===== config.mk =====
export PLATFORM = sky130hd
export DESIGN_NAME = ss_core
export DESIGN_NICKNAME = d
export VERILOG_FILES = /design/src/verilog/ss_pkg.sv /design/src/verilog/ss_core.sv /design/src/verilog/ss_drain.sv /design/src/verilog/ss_lane.sv /design/src/verilog/ss_regfile.sv /design/src/verilog/ss_issue.sv
export VERILOG_INCLUDE_DIRS = /design/src /design/src/verilog
export SDC_FILE = /design/constraint.sdc
export NUM_CORES = 2
export LEC_CHECK = 0
export BUFFER_PORTS_ARGS = -buffer_cell sky130_fd_sc_hd__buf_2
export CORE_UTILIZATION = 63
export CTS_BUF_LIST = sky130_fd_sc_hd__clkbuf_2
export CTS_CLUSTER_SIZE = 25
export DETAILED_ROUTE_END_ITERATION = 10
export GPL_TIMING_DRIVEN = 0
export PLACE_DENSITY = 0.8
export SYNTH_ARGS = -nofsm -noshare
export SYNTH_HDL_FRONTEND = slang
export SYNTH_SLANG_ARGS = --single-unit

===== constraint.sdc =====
create_clock -name gwe -period 7.7 [get_ports gwe]
set_input_delay 1.155 -clock gwe [delete_from_list [all_inputs] [get_ports gwe]]
set_output_delay 1.155 -clock gwe [all_outputs]
set_load 0.05 [all_outputs]

===== src/verilog/ss_cfg.svh =====
`ifndef SS_CFG_SVH
`define SS_CFG_SVH

// data path and address width
`define SS_XLEN 16

// architectural registers and their select width
`define SS_NREG 8
`define SS_RSEL 3

// issue width, the pairing rules assume two
`define SS_LANES 2

// first fetch address after reset
`define SS_RESET_PC 16'h8200

`endif

===== src/verilog/ss_pkg.sv =====
`default_nettype none

`include "ss_cfg.svh"

package ss_pkg;

    // register form of an LC4 word
    typedef struct packed {
        logic [3:0]          opcode;
        logic [`SS_RSEL-1:0] rd;
        logic [`SS_RSEL-1:0] rs;
        logic [2:0]          subop;
        logic [`SS_RSEL-1:0] rt;
    } ss_rfmt_t;

    // immediate form
    // bit 5 of imm6 marks the immediate ALU variants
    typedef struct packed {
        logic [3:0]          opcode;
        logic [`SS_RSEL-1:0] rd;
        logic [`SS_RSEL-1:0] rs;
        logic [5:0]          imm6;
    } ss_ifmt_t;

    typedef union packed {
        ss_rfmt_t r;
        ss_ifmt_t i;
    } ss_insn_u;

    typedef enum logic [2:0] {
        alu_add,
        alu_sub,
        alu_and,
        alu_or,
        alu_xor,
        alu_pass_imm,
        alu_addr
    } ss_alu_op_e;

    typedef struct packed {
        logic [`SS_RSEL-1:0] rs_sel;
        logic [`SS_RSEL-1:0] rt_sel;
        logic [`SS_RSEL-1:0] rd_sel;
        logic                rs_re;
        logic                rt_re;
        logic                rd_we;
        logic                is_load;
        logic                is_store;
        ss_alu_op_e          alu_op;
        logic [`SS_XLEN-1:0] imm;
    } ss_ctrl_t;

    typedef struct packed {
        logic                valid;
        logic [`SS_XLEN-1:0] pc;
        ss_insn_u            insn;
        ss_ctrl_t            ctrl;
        logic [`SS_XLEN-1:0] rs_data;
        logic [`SS_XLEN-1:0] rt_data;
    } ss_issue_t;

    typedef struct packed {
        logic                we;
        logic [`SS_RSEL-1:0] rd;
        logic                is_load;
        logic [`SS_XLEN-1:0] value;
    } ss_fwd_t;

    typedef struct packed {
        logic                valid;
        logic                we;
        logic [`SS_XLEN-1:0] addr;
        logic [`SS_XLEN-1:0] wdata;
    } ss_mem_req_t;

    typedef struct packed {
        logic                valid;
        logic [`SS_XLEN-1:0] pc;
        ss_insn_u            insn;
        logic                rd_we;
        logic [`SS_RSEL-1:0] rd;
        logic [`SS_XLEN-1:0] data;
    } ss_retire_t;

    function automatic ss_ctrl_t ss_decode(input ss_insn_u insn);
        ss_ctrl_t c;
        c        = '0;
        c.rs_sel = insn.r.rs;
        c.rt_sel = insn.r.rt;
        c.rd_sel = insn.r.rd;
        c.imm    = {{(`SS_XLEN-6){insn.i.imm6[5]}}, insn.i.imm6};
        case (insn.r.opcode)
            4'b0001, 4'b0101: begin
                c.rs_re = 1'b1;
                c.rd_we = 1'b1;
                c.rt_re = ~insn.i.imm6[5];
                c.imm   = {{(`SS_XLEN-5){insn.i.imm6[4]}}, insn.i.imm6[4:0]};
                case ({insn.r.opcode[2], insn.r.subop})
                    4'b0000, 4'b0100, 4'b0101, 4'b0110, 4'b0111: c.alu_op = alu_add;
                    4'b0010: c.alu_op = alu_sub;
                    4'b1000, 4'b1100, 4'b1101, 4'b1110, 4'b1111: c.alu_op = alu_and;
                    4'b1010: c.alu_op = alu_or;
                    4'b1011: c.alu_op = alu_xor;
                    // MUL, DIV and NOT are not supported
                    default: c = '0;
                endcase
            end
            4'b1001: begin
                c.rd_we  = 1'b1;
                c.alu_op = alu_pass_imm;
                c.imm    = {{(`SS_XLEN-9){insn.i.rs[2]}}, insn.i.rs, insn.i.imm6};
            end
            4'b0110: begin
                c.rs_re   = 1'b1;
                c.rd_we   = 1'b1;
                c.is_load = 1'b1;
                c.alu_op  = alu_addr;
            end
            4'b0111: begin
                // store data register sits in the rd field
                c.rt_sel   = insn.i.rd;
                c.rs_re    = 1'b1;
                c.rt_re    = 1'b1;
                c.is_store = 1'b1;
                c.alu_op   = alu_addr;
            end
            default: c = '0;
        endcase
        return c;
    endfunction

endpackage

`default_nettype wire


===== src/verilog/ss_core.sv =====
`timescale 1ns/10ps
`default_nettype none

`include "ss_cfg.svh"

module ss_core (
    input  wire                 gwe,
    input  wire                 i_rst_n,
    input  wire  [`SS_XLEN-1:0] i_insn_a,
    input  wire  [`SS_XLEN-1:0] i_insn_b,
    input  wire  [`SS_XLEN-1:0] i_dmem_rdata,
    output logic [`SS_XLEN-1:0] o_pc,
    output logic [`SS_XLEN-1:0] o_dmem_addr,
    output logic                o_dmem_we,
    output logic [`SS_XLEN-1:0] o_dmem_wdata,
    output ss_pkg::ss_retire_t  o_retire [`SS_LANES]
);

    wire ss_pkg::ss_issue_t   issue   [`SS_LANES];
    wire ss_pkg::ss_fwd_t     x_fwd   [`SS_LANES];
    wire ss_pkg::ss_fwd_t     m_fwd   [`SS_LANES];
    wire ss_pkg::ss_fwd_t     w_fwd   [`SS_LANES];
    wire ss_pkg::ss_mem_req_t mem_req [`SS_LANES];
    wire ss_pkg::ss_retire_t  retire  [`SS_LANES];
    wire [`SS_RSEL-1:0]       rs_sel  [`SS_LANES];
    wire [`SS_RSEL-1:0]       rt_sel  [`SS_LANES];
    wire [`SS_XLEN-1:0]       rs_data [`SS_LANES];
    wire [`SS_XLEN-1:0]       rt_data [`SS_LANES];

    ss_issue issue_i (
        .gwe       (gwe),
        .i_rst_n   (i_rst_n),
        .i_insn_a  (i_insn_a),
        .i_insn_b  (i_insn_b),
        .i_x_fwd   (x_fwd),
        .i_rs_data (rs_data),
        .i_rt_data (rt_data),
        .o_pc      (o_pc),
        .o_rs_sel  (rs_sel),
        .o_rt_sel  (rt_sel),
        .o_issue   (issue)
    );

    ss_regfile regfile_i (
        .gwe       (gwe),
        .i_rst_n   (i_rst_n),
        .i_rs_sel  (rs_sel),
        .i_rt_sel  (rt_sel),
        .i_wb      (w_fwd),
        .o_rs_data (rs_data),
        .o_rt_data (rt_data)
    );

    // index 0 is lane A and always holds the older instruction
    for (genvar g = 0; g < `SS_LANES; g++) begin : g_lane
        ss_lane lane_i (
            .gwe          (gwe),
            .i_rst_n      (i_rst_n),
            .i_issue      (issue[g]),
            .i_m_fwd      (m_fwd),
            .i_w_fwd      (w_fwd),
            .i_dmem_rdata (i_dmem_rdata),
            .o_x_fwd      (x_fwd[g]),
            .o_m_fwd      (m_fwd[g]),
            .o_w_fwd      (w_fwd[g]),
            .o_mem_req    (mem_req[g]),
            .o_retire     (retire[g])
        );
    end

    ss_drain drain_i (
        .i_mem_req    (mem_req),
        .i_retire     (retire),
        .o_dmem_addr  (o_dmem_addr),
        .o_dmem_we    (o_dmem_we),
        .o_dmem_wdata (o_dmem_wdata),
        .o_retire     (o_retire)
    );

endmodule

`default_nettype wire


===== src/verilog/ss_drain.sv =====
`timescale 1ns/10ps
`default_nettype none

`include "ss_cfg.svh"

module ss_drain (
    input  ss_pkg::ss_mem_req_t  i_mem_req [`SS_LANES],
    input  ss_pkg::ss_retire_t   i_retire  [`SS_LANES],
    output logic [`SS_XLEN-1:0]  o_dmem_addr,
    output logic                 o_dmem_we,
    output logic [`SS_XLEN-1:0]  o_dmem_wdata,
    output ss_pkg::ss_retire_t   o_retire  [`SS_LANES]
);

    // issue never pairs two memory operations, so at most one lane requests
    always_comb begin
        o_dmem_addr  = '0;
        o_dmem_we    = 1'b0;
        o_dmem_wdata = '0;
        for (int i = 0; i < `SS_LANES; i++) begin
            if (i_mem_req[i].valid) begin
                o_dmem_addr  = i_mem_req[i].addr;
                o_dmem_we    = i_mem_req[i].we;
                o_dmem_wdata = i_mem_req[i].wdata;
            end
        end
    end

    // a younger lane only shows up next to an older one
    always_comb begin
        o_retire[0] = i_retire[0];
        for (int i = 1; i < `SS_LANES; i++) begin
            o_retire[i] = i_retire[0].valid ? i_retire[i] : '0;
        end
    end

endmodule

`default_nettype wire


===== src/verilog/ss_lane.sv =====
`timescale 1ns/10ps
`default_nettype none

`include "ss_cfg.svh"

module ss_lane (
    input  wire                  gwe,
    input  wire                  i_rst_n,
    input  ss_pkg::ss_issue_t    i_issue,
    input  ss_pkg::ss_fwd_t      i_m_fwd [`SS_LANES],
    input  ss_pkg::ss_fwd_t      i_w_fwd [`SS_LANES],
    input  wire  [`SS_XLEN-1:0]  i_dmem_rdata,
    output ss_pkg::ss_fwd_t      o_x_fwd,
    output ss_pkg::ss_fwd_t      o_m_fwd,
    output ss_pkg::ss_fwd_t      o_w_fwd,
    output ss_pkg::ss_mem_req_t  o_mem_req,
    output ss_pkg::ss_retire_t   o_retire
);

    logic                x_valid;
    ss_pkg::ss_issue_t   x_q;
    logic [`SS_XLEN-1:0] x_rs;
    logic [`SS_XLEN-1:0] x_rt;
    logic [`SS_XLEN-1:0] x_opb;
    logic [`SS_XLEN-1:0] x_alu;

    logic                m_valid;
    logic [`SS_XLEN-1:0] m_pc;
    ss_pkg::ss_insn_u    m_insn;
    ss_pkg::ss_ctrl_t    m_ctrl;
    logic [`SS_XLEN-1:0] m_alu;
    logic [`SS_XLEN-1:0] m_rt;
    logic [`SS_XLEN-1:0] m_st_data;

    logic                w_valid;
    logic [`SS_XLEN-1:0] w_pc;
    ss_pkg::ss_insn_u    w_insn;
    ss_pkg::ss_ctrl_t    w_ctrl;
    logic [`SS_XLEN-1:0] w_data;

    // later matches override earlier ones, so sources go from oldest to youngest
    function automatic logic [`SS_XLEN-1:0] x_operand(input logic [`SS_RSEL-1:0] sel,
                                                      input logic [`SS_XLEN-1:0] rf_val);
        logic [`SS_XLEN-1:0] val;
        val = rf_val;
        for (int j = 0; j < `SS_LANES; j++) begin
            if (i_w_fwd[j].we && i_w_fwd[j].rd == sel) begin
                val = i_w_fwd[j].value;
            end
        end
        // a load in M has no value yet
        for (int j = 0; j < `SS_LANES; j++) begin
            if (i_m_fwd[j].we && !i_m_fwd[j].is_load && i_m_fwd[j].rd == sel) begin
                val = i_m_fwd[j].value;
            end
        end
        return val;
    endfunction

    always_comb begin
        x_rs  = x_operand(x_q.ctrl.rs_sel, x_q.rs_data);
        x_rt  = x_operand(x_q.ctrl.rt_sel, x_q.rt_data);
        x_opb = x_q.ctrl.rt_re ? x_rt : x_q.ctrl.imm;
        case (x_q.ctrl.alu_op)
            ss_pkg::alu_add:      x_alu = x_rs + x_opb;
            ss_pkg::alu_sub:      x_alu = x_rs - x_opb;
            ss_pkg::alu_and:      x_alu = x_rs & x_opb;
            ss_pkg::alu_or:       x_alu = x_rs | x_opb;
            ss_pkg::alu_xor:      x_alu = x_rs ^ x_opb;
            ss_pkg::alu_pass_imm: x_alu = x_q.ctrl.imm;
            ss_pkg::alu_addr:     x_alu = x_rs + x_q.ctrl.imm;
            default:              x_alu = '0;
        endcase
    end

    // store data, W sources first, then MM from lane A
    always_comb begin
        m_st_data = m_rt;
        for (int j = 0; j < `SS_LANES; j++) begin
            if (i_w_fwd[j].we && i_w_fwd[j].rd == m_ctrl.rt_sel) begin
                m_st_data = i_w_fwd[j].value;
            end
        end
        // in lane A this M source is the store itself and never writes a register
        if (i_m_fwd[0].we && !i_m_fwd[0].is_load && i_m_fwd[0].rd == m_ctrl.rt_sel) begin
            m_st_data = i_m_fwd[0].value;
        end
    end

    assign o_x_fwd = '{we:      x_valid && x_q.ctrl.rd_we,
                       rd:      x_q.ctrl.rd_sel,
                       is_load: x_q.ctrl.is_load,
                       value:   x_alu};
    assign o_m_fwd = '{we:      m_valid && m_ctrl.rd_we,
                       rd:      m_ctrl.rd_sel,
                       is_load: m_ctrl.is_load,
                       value:   m_alu};
    assign o_w_fwd = '{we:      w_valid && w_ctrl.rd_we,
                       rd:      w_ctrl.rd_sel,
                       is_load: w_ctrl.is_load,
                       value:   w_data};

    assign o_mem_req = '{valid: m_valid && (m_ctrl.is_load || m_ctrl.is_store),
                         we:    m_valid && m_ctrl.is_store,
                         addr:  m_alu,
                         wdata: m_st_data};

    assign o_retire = '{valid: w_valid,
                        pc:    w_pc,
                        insn:  w_insn,
                        rd_we: w_valid && w_ctrl.rd_we,
                        rd:    w_ctrl.rd_sel,
                        data:  w_data};

    always_ff @(posedge gwe or negedge i_rst_n) begin
        if (!i_rst_n) begin
            x_valid <= 1'b0;
            m_valid <= 1'b0;
            w_valid <= 1'b0;
        end else begin
            x_valid <= i_issue.valid;
            m_valid <= x_valid;
            w_valid <= m_valid;
        end
    end

    always_ff @(posedge gwe) begin
        x_q    <= i_issue;
        m_pc   <= x_q.pc;
        m_insn <= x_q.insn;
        m_ctrl <= x_q.ctrl;
        m_alu  <= x_alu;
        m_rt   <= x_rt;
        w_pc   <= m_pc;
        w_insn <= m_insn;
        w_ctrl <= m_ctrl;
        // the trace shows store data in place of a result
        if (m_ctrl.is_load) begin
            w_data <= i_dmem_rdata;
        end else if (m_ctrl.is_store) begin
            w_data <= m_st_data;
        end else begin
            w_data <= m_alu;
        end
    end

endmodule

`default_nettype wire


===== src/verilog/ss_regfile.sv =====
`timescale 1ns/10ps
`default_nettype none

`include "ss_cfg.svh"

module ss_regfile (
    input  wire                  gwe,
    input  wire                  i_rst_n,
    input  wire  [`SS_RSEL-1:0]  i_rs_sel  [`SS_LANES],
    input  wire  [`SS_RSEL-1:0]  i_rt_sel  [`SS_LANES],
    input  ss_pkg::ss_fwd_t      i_wb      [`SS_LANES],
    output logic [`SS_XLEN-1:0]  o_rs_data [`SS_LANES],
    output logic [`SS_XLEN-1:0]  o_rt_data [`SS_LANES]
);

    logic [`SS_XLEN-1:0] regs [`SS_NREG];

    // write-through of the W results
    // lane B is younger and is checked last
    function automatic logic [`SS_XLEN-1:0] read_port(input logic [`SS_RSEL-1:0] sel);
        logic [`SS_XLEN-1:0] val;
        val = regs[sel];
        for (int j = 0; j < `SS_LANES; j++) begin
            if (i_wb[j].we && i_wb[j].rd == sel) begin
                val = i_wb[j].value;
            end
        end
        return val;
    endfunction

    always_comb begin
        for (int i = 0; i < `SS_LANES; i++) begin
            o_rs_data[i] = read_port(i_rs_sel[i]);
            o_rt_data[i] = read_port(i_rt_sel[i]);
        end
    end

    always_ff @(posedge gwe or negedge i_rst_n) begin
        if (!i_rst_n) begin
            for (int r = 0; r < `SS_NREG; r++) begin
                regs[r] <= '0;
            end
        end else begin
            for (int j = 0; j < `SS_LANES; j++) begin
                if (i_wb[j].we) begin
                    regs[i_wb[j].rd] <= i_wb[j].value;
                end
            end
        end
    end

endmodule

`default_nettype wire


===== src/verilog/ss_issue.sv =====
`timescale 1ns/10ps
`default_nettype none

`include "ss_cfg.svh"

module ss_issue (
    input  wire                  gwe,
    input  wire                  i_rst_n,
    input  wire  [`SS_XLEN-1:0]  i_insn_a,
    input  wire  [`SS_XLEN-1:0]  i_insn_b,
    input  ss_pkg::ss_fwd_t      i_x_fwd   [`SS_LANES],
    input  wire  [`SS_XLEN-1:0]  i_rs_data [`SS_LANES],
    input  wire  [`SS_XLEN-1:0]  i_rt_data [`SS_LANES],
    output logic [`SS_XLEN-1:0]  o_pc,
    output logic [`SS_RSEL-1:0]  o_rs_sel  [`SS_LANES],
    output logic [`SS_RSEL-1:0]  o_rt_sel  [`SS_LANES],
    output ss_pkg::ss_issue_t    o_issue   [`SS_LANES]
);

    logic [`SS_XLEN-1:0]  pc_q;
    logic                 d_valid;
    logic [`SS_XLEN-1:0]  d_pc   [`SS_LANES];
    ss_pkg::ss_insn_u     d_insn [`SS_LANES];
    ss_pkg::ss_ctrl_t     d_ctrl [`SS_LANES];
    logic [`SS_LANES-1:0] d_load_use;
    logic                 load_use;
    logic                 b_needs_a;
    logic                 both_mem;
    logic                 split;
    logic [`SS_LANES-1:0] issue_ok;

    function automatic logic reads_reg(input ss_pkg::ss_ctrl_t c,
                                       input logic [`SS_RSEL-1:0] rd);
        return (c.rs_re && c.rs_sel == rd) || (c.rt_re && c.rt_sel == rd);
    endfunction

    assign o_pc = pc_q;

    always_comb begin
        for (int i = 0; i < `SS_LANES; i++) begin
            d_ctrl[i]     = ss_pkg::ss_decode(d_insn[i]);
            o_rs_sel[i]   = d_ctrl[i].rs_sel;
            o_rt_sel[i]   = d_ctrl[i].rt_sel;
            d_load_use[i] = 1'b0;
            // a load in X has no data until the end of M
            for (int j = 0; j < `SS_LANES; j++) begin
                if (i_x_fwd[j].we && i_x_fwd[j].is_load && reads_reg(d_ctrl[i], i_x_fwd[j].rd)) begin
                    d_load_use[i] = 1'b1;
                end
            end
        end
        load_use  = d_valid && (|d_load_use);

        // no bypass inside a pair, and only one data memory port
        b_needs_a = d_ctrl[0].rd_we && reads_reg(d_ctrl[1], d_ctrl[0].rd_sel);
        both_mem  = (d_ctrl[0].is_load || d_ctrl[0].is_store)
                 && (d_ctrl[1].is_load || d_ctrl[1].is_store);
        split     = b_needs_a || both_mem;

        issue_ok[0] = d_valid && !load_use;
        issue_ok[1] = issue_ok[0] && !split;
    end

    always_comb begin
        for (int i = 0; i < `SS_LANES; i++) begin
            o_issue[i] = '0;
            if (issue_ok[i]) begin
                o_issue[i] = '{valid:   1'b1,
                               pc:      d_pc[i],
                               insn:    d_insn[i],
                               ctrl:    d_ctrl[i],
                               rs_data: i_rs_data[i],
                               rt_data: i_rt_data[i]};
            end
        end
    end

    // D holds NOPs after reset, so nothing issues until the first fetch lands
    always_ff @(posedge gwe or negedge i_rst_n) begin
        if (!i_rst_n) begin
            pc_q    <= `SS_RESET_PC;
            d_valid <= 1'b0;
            for (int i = 0; i < `SS_LANES; i++) begin
                d_pc[i]   <= '0;
                d_insn[i] <= '0;
            end
        end else if (!load_use) begin
            d_valid <= 1'b1;
            if (split) begin
                // B becomes the older slot, the word at o_pc joins it
                pc_q      <= pc_q + `SS_XLEN'd1;
                d_pc[0]   <= d_pc[1];
                d_insn[0] <= d_insn[1];
                d_pc[1]   <= pc_q;
                d_insn[1] <= i_insn_a;
            end else begin
                pc_q      <= pc_q + `SS_XLEN'd2;
                d_pc[0]   <= pc_q;
                d_insn[0] <= i_insn_a;
                d_pc[1]   <= pc_q + `SS_XLEN'd1;
                d_insn[1] <= i_insn_b;
            end
        end
    end

endmodule

`default_nettype wire


==> flow_summary.yaml <==
clock_tree:
  htree_levels: 4
  cts_setup_buffers: 0
  clk_latency_ns: 1.50
  cts_tree: "yes"
  cts_buffer_depth: 3
  cts.sinks: 643
  postCtsHoldBufs: 19
  cts_made_buffers: 161
  clkSlewWorstSetupHoldPaths_ns: 0.11
  cts_root_buf: "clkbuf_2"
  post_cts_resized: 0
setup_path:
  critPathCaptureType: "register"
  arrival_ns: 8.69
  path_class: "register to register"
  worstPathRequired_ns: 9.03
  cp_max_fo: 10
  crit_path_start_kind: "register"
global_routing:
  antenna_found_initial: 7
  grt_max_degree: 112
  overflow: 0
  grt_pass1_wl_um: 220000
  grt_pass1_vias: 36000
  grt_usage_pct: 48.5
placement:
  routabilityCongestion: 1.07
  place_hpwl_um: 114000
  placed_cells: 5623
  post-place-ws_ns: 0.486
  port_buffers: 204
synthesis:
  synth-main-ff-cell: "dfxtp_1"
  netlist_instances: 4643
  synthMuxAreaShare_pct: 11.1
  synth-simple-area-share_pct: 20.0
  synthAdderAreaFrac_pct: 3.53
  synth_top_family_by_area: "simple AND/OR/NAND/NOR gates"
  async_flop_share_pct: 33.4
  synth_edf_count: 0
  synth.distinct_cells: 91
  syn_avg_cell_area_um2: 8.11
  synth_area_um2: 37700
  synth_compound_area_share_pct: 17.8
  synth_warnings: 0
  synth_xor_area_share_pct: 4.12
  syn_nets: 4798
  ys_ff_latch: 643
  ys_seq_area_share_pct: 37.1
flow_run:
  max-cap-violations: 1
sta:
  clock.fmax_mhz: 136
  fin_crit_ns: 7.36
  holdWs_ns: 0.0735
  finalSetupTns_ns: 0
  fin_crit_sh_pct: 95.6
  rsz0062_at_grt: "false"
  hold_viol_final: 0
  slew_headroom_pct: 1.11
  layout_setup_ws_ns: 0.342
  slew_viol_final: 0
  finalClockSkew_ns: 0.149
  finalSetupViolCount: 0
  tightest_slew_ns: 1.47
final_layout:
  final_core_util_pct: 70.2
  fin_nets: 5188
  drive_above_1_share_pct: 12.0
  syn_to_final_growth_pct: 10.1
  instances_no_fill: 5938
pwr:
  swShare_pct: 46.8
  internal-power_mw: 6.23
  seqPwrFrac_pct: 38.7
  p_leak_nw: 18.6
  power.switching_mw: 5.48
  power_density_nw_per_um2: 283
  vdd.ir_drop.worst_mv: 0.397
  p_comb_share_pct: 40.6
  clkPwrFrac_pct: 20.6
floorplan:
  die_x_um: 246
  rows: 89
  ios: 205
  dieArea_um2: 60700
  initial_utilization_pct: 63.8
  core_um2: 59000
  die_h_um: 246
run_status:
  failed_checks: "design-rule violations, max-capacitance violations"
  outcome: "finished, violations left"
routing:
  antenna_left: 0
  avgRoutedWirePerCell_um: 25.3
  drt-vias-per-instance: 6.45
  num_vias: 38300
  drt_iter0_markers: 5566
  first_pass_iters: 11
  wl_um: 150000
  drc: 2
min_path:
  min_path_type: "input port to register"
==> Yosys cell counts, drive strengths merged, types with 16 or more instances <==
cell type / number / area [µm²]
nand2: 734 / 2760
dfxtp: 428 / 8570
mux2i: 393 / 3930
nor2: 376 / 1410
clkbuf: 348 / 1310
o21ai: 319 / 1600
a21oi: 310 / 1560
dfrtp: 213 / 5330
nand3: 144 / 721
buf: 128 / 752
xor2: 109 / 955
ha: 103 / 1290
and3: 102 / 638
and2: 101 / 632
inv: 98 / 368
a211oi: 81 / 608
a31oi: 79 / 494
xnor2: 63 / 552
o221ai: 51 / 459
a22o: 41 / 359
nor2b: 37 / 231
nor3: 36 / 185
a311oi: 35 / 307
o22ai: 35 / 219
nor4: 34 / 253
mux2: 22 / 251
o211ai: 22 / 170
a22oi: 20 / 165
nand4: 19 / 119
a21o: 16 / 120
==> layout by cell type (no fill, tap or decap), drive strengths merged, types with 48 or more instances in the layout <==
master	n
ha	103
nand3	144
a211oi	81
a31oi	79
xor2	109
a21oi	310
and2	101
and3	102
buf	336
clkinv	48
dfrtp	213
xnor2	63
nand2	734
dfxtp	428
clkbuf	578
nor2	376
inv	104
o221ai	51
mux2i	393
o21ai	319
==> cells by family after synthesis <==
| family | Yosys count |
|---|---|
| compound gates | 1076 |
| xor+xnor | 174 |
| fa+ha+maj | 105 |
| buf+inv | 575 |
| flops | 643 |
| mux | 415 |
| other cells | 1 |
| simple gates | 1654 |
==> worst max-delay path, cell delays in order, from the launching register on <==
cell and delay [ns]:
dfrtp_1 0.79, nand2_1 0.20, buf_2 0.31, nor4_2 0.97
clkbuf_1 0.62, mux2i_1 0.28, nor2_1 0.06, a21oi_1 0.14
o21ai_0 0.11, mux2i_1 0.43, inv_1 0.13, ha_1 0.30
a21o_1 0.16, a21o_1 0.21, a2111oi_0 0.47, o41a_1 0.33
o21ai_0 0.13, and2_1 0.20, o41ai_1 0.41, o21ai_0 0.26
a31oi_1 0.30, xnor3_1 0.36, o221ai_1 0.16
==> per-layer routing <==
metal | track usage (%) | part of all wire, % | wire (µm)
met1 | 60.8 | 37 | 55900
met2 | 72.4 | 42 | 63700
met3 | 12.8 | 13 | 19000
met4 | 33.9 | 7.7 | 11500
met5 | 0 | 0.031 | 46
==> area by class of cell <==
cell class	instances	area [µm²]
Timing Repair Buffer	227	1270
Inverter	99	372
Multi-Input combinational cell	3425	21300
Tap cell	773	967
Clock buffer	230	1150
Fill cell	4873	17600
Sequential cell	643	14000
Clock inverter	59	354
Buffer	476	2060
Antenna cell	6	15.0
==> path summary, 6_finish.rpt <==
kind	from	end	slack [ns]	cells past startpoint
setup reg to reg	g_lane[0].lane_i.w_valid	g_lane[1].lane_i.m_alu[15]	0.34	22
max in group asynchronous	i_rst_n	issue_i.d_insn[12]	6.11	3
setup / recovery	g_lane[0].lane_i.w_valid	g_lane[1].lane_i.m_alu[15]	0.34	22
hold / removal	i_insn_b[2]	issue_i.d_insn[2]	0.07	3
hold reg to reg	g_lane[1].lane_i.m_insn[4]	g_lane[1].lane_i.w_insn[4]	0.30	0
min in group asynchronous	i_rst_n	regfile_i.regs[38]	0.33	2
==> sequential cells by signal (all words and copies together) (netlist names) <==
signal / cells
g_lane.lane_i.m_ctrl: 10
g_lane.lane_i.m_insn: 32
issue_i.d_insn: 32
issue_i.d_pc: 32
g_lane.lane_i.m_alu: 32
g_lane.lane_i.w_ctrl: 2
g_lane.lane_i.m_pc: 32
issue_i.d_valid: 1
g_lane.lane_i.x_q: 170
g_lane.lane_i.m_rt: 32
g_lane.lane_i.o_retire: 6
g_lane.lane_i.w_pc: 32
g_lane.lane_i.w_valid: 2
g_lane.lane_i.x_valid: 2
g_lane.lane_i.m_valid: 2
regfile_i.regs: 128
g_lane.lane_i.o_m_fwd: 8
g_lane.lane_i.o_x_fwd: 8
g_lane.lane_i.w_data: 32
issue_i.o_pc: 16
g_lane.lane_i.w_insn: 32
==> power groups by stage <==
stage,Sequential [mW],Combinational (mW),Clock (mW)
final,4.54,4.76,2.42
after global routing,4.55,4.94,2.59
after CTS,4.48,4.50,2.41
after detailed placement,4.55,4.47,0
after global placement,4.52,4.42,0
after floorplan,4.35,2.90,0
==> stage by stage <==
stage                     total power [mW]  instance area [µm²]
after floorplan                       7.25                37700
final                                 11.7                41400
after global routing                  12.1                41400
after detailed placement              9.02                39700
after global placement                8.94                39600
after CTS                             11.4                41400
Power figures use the tool's default switching activity.
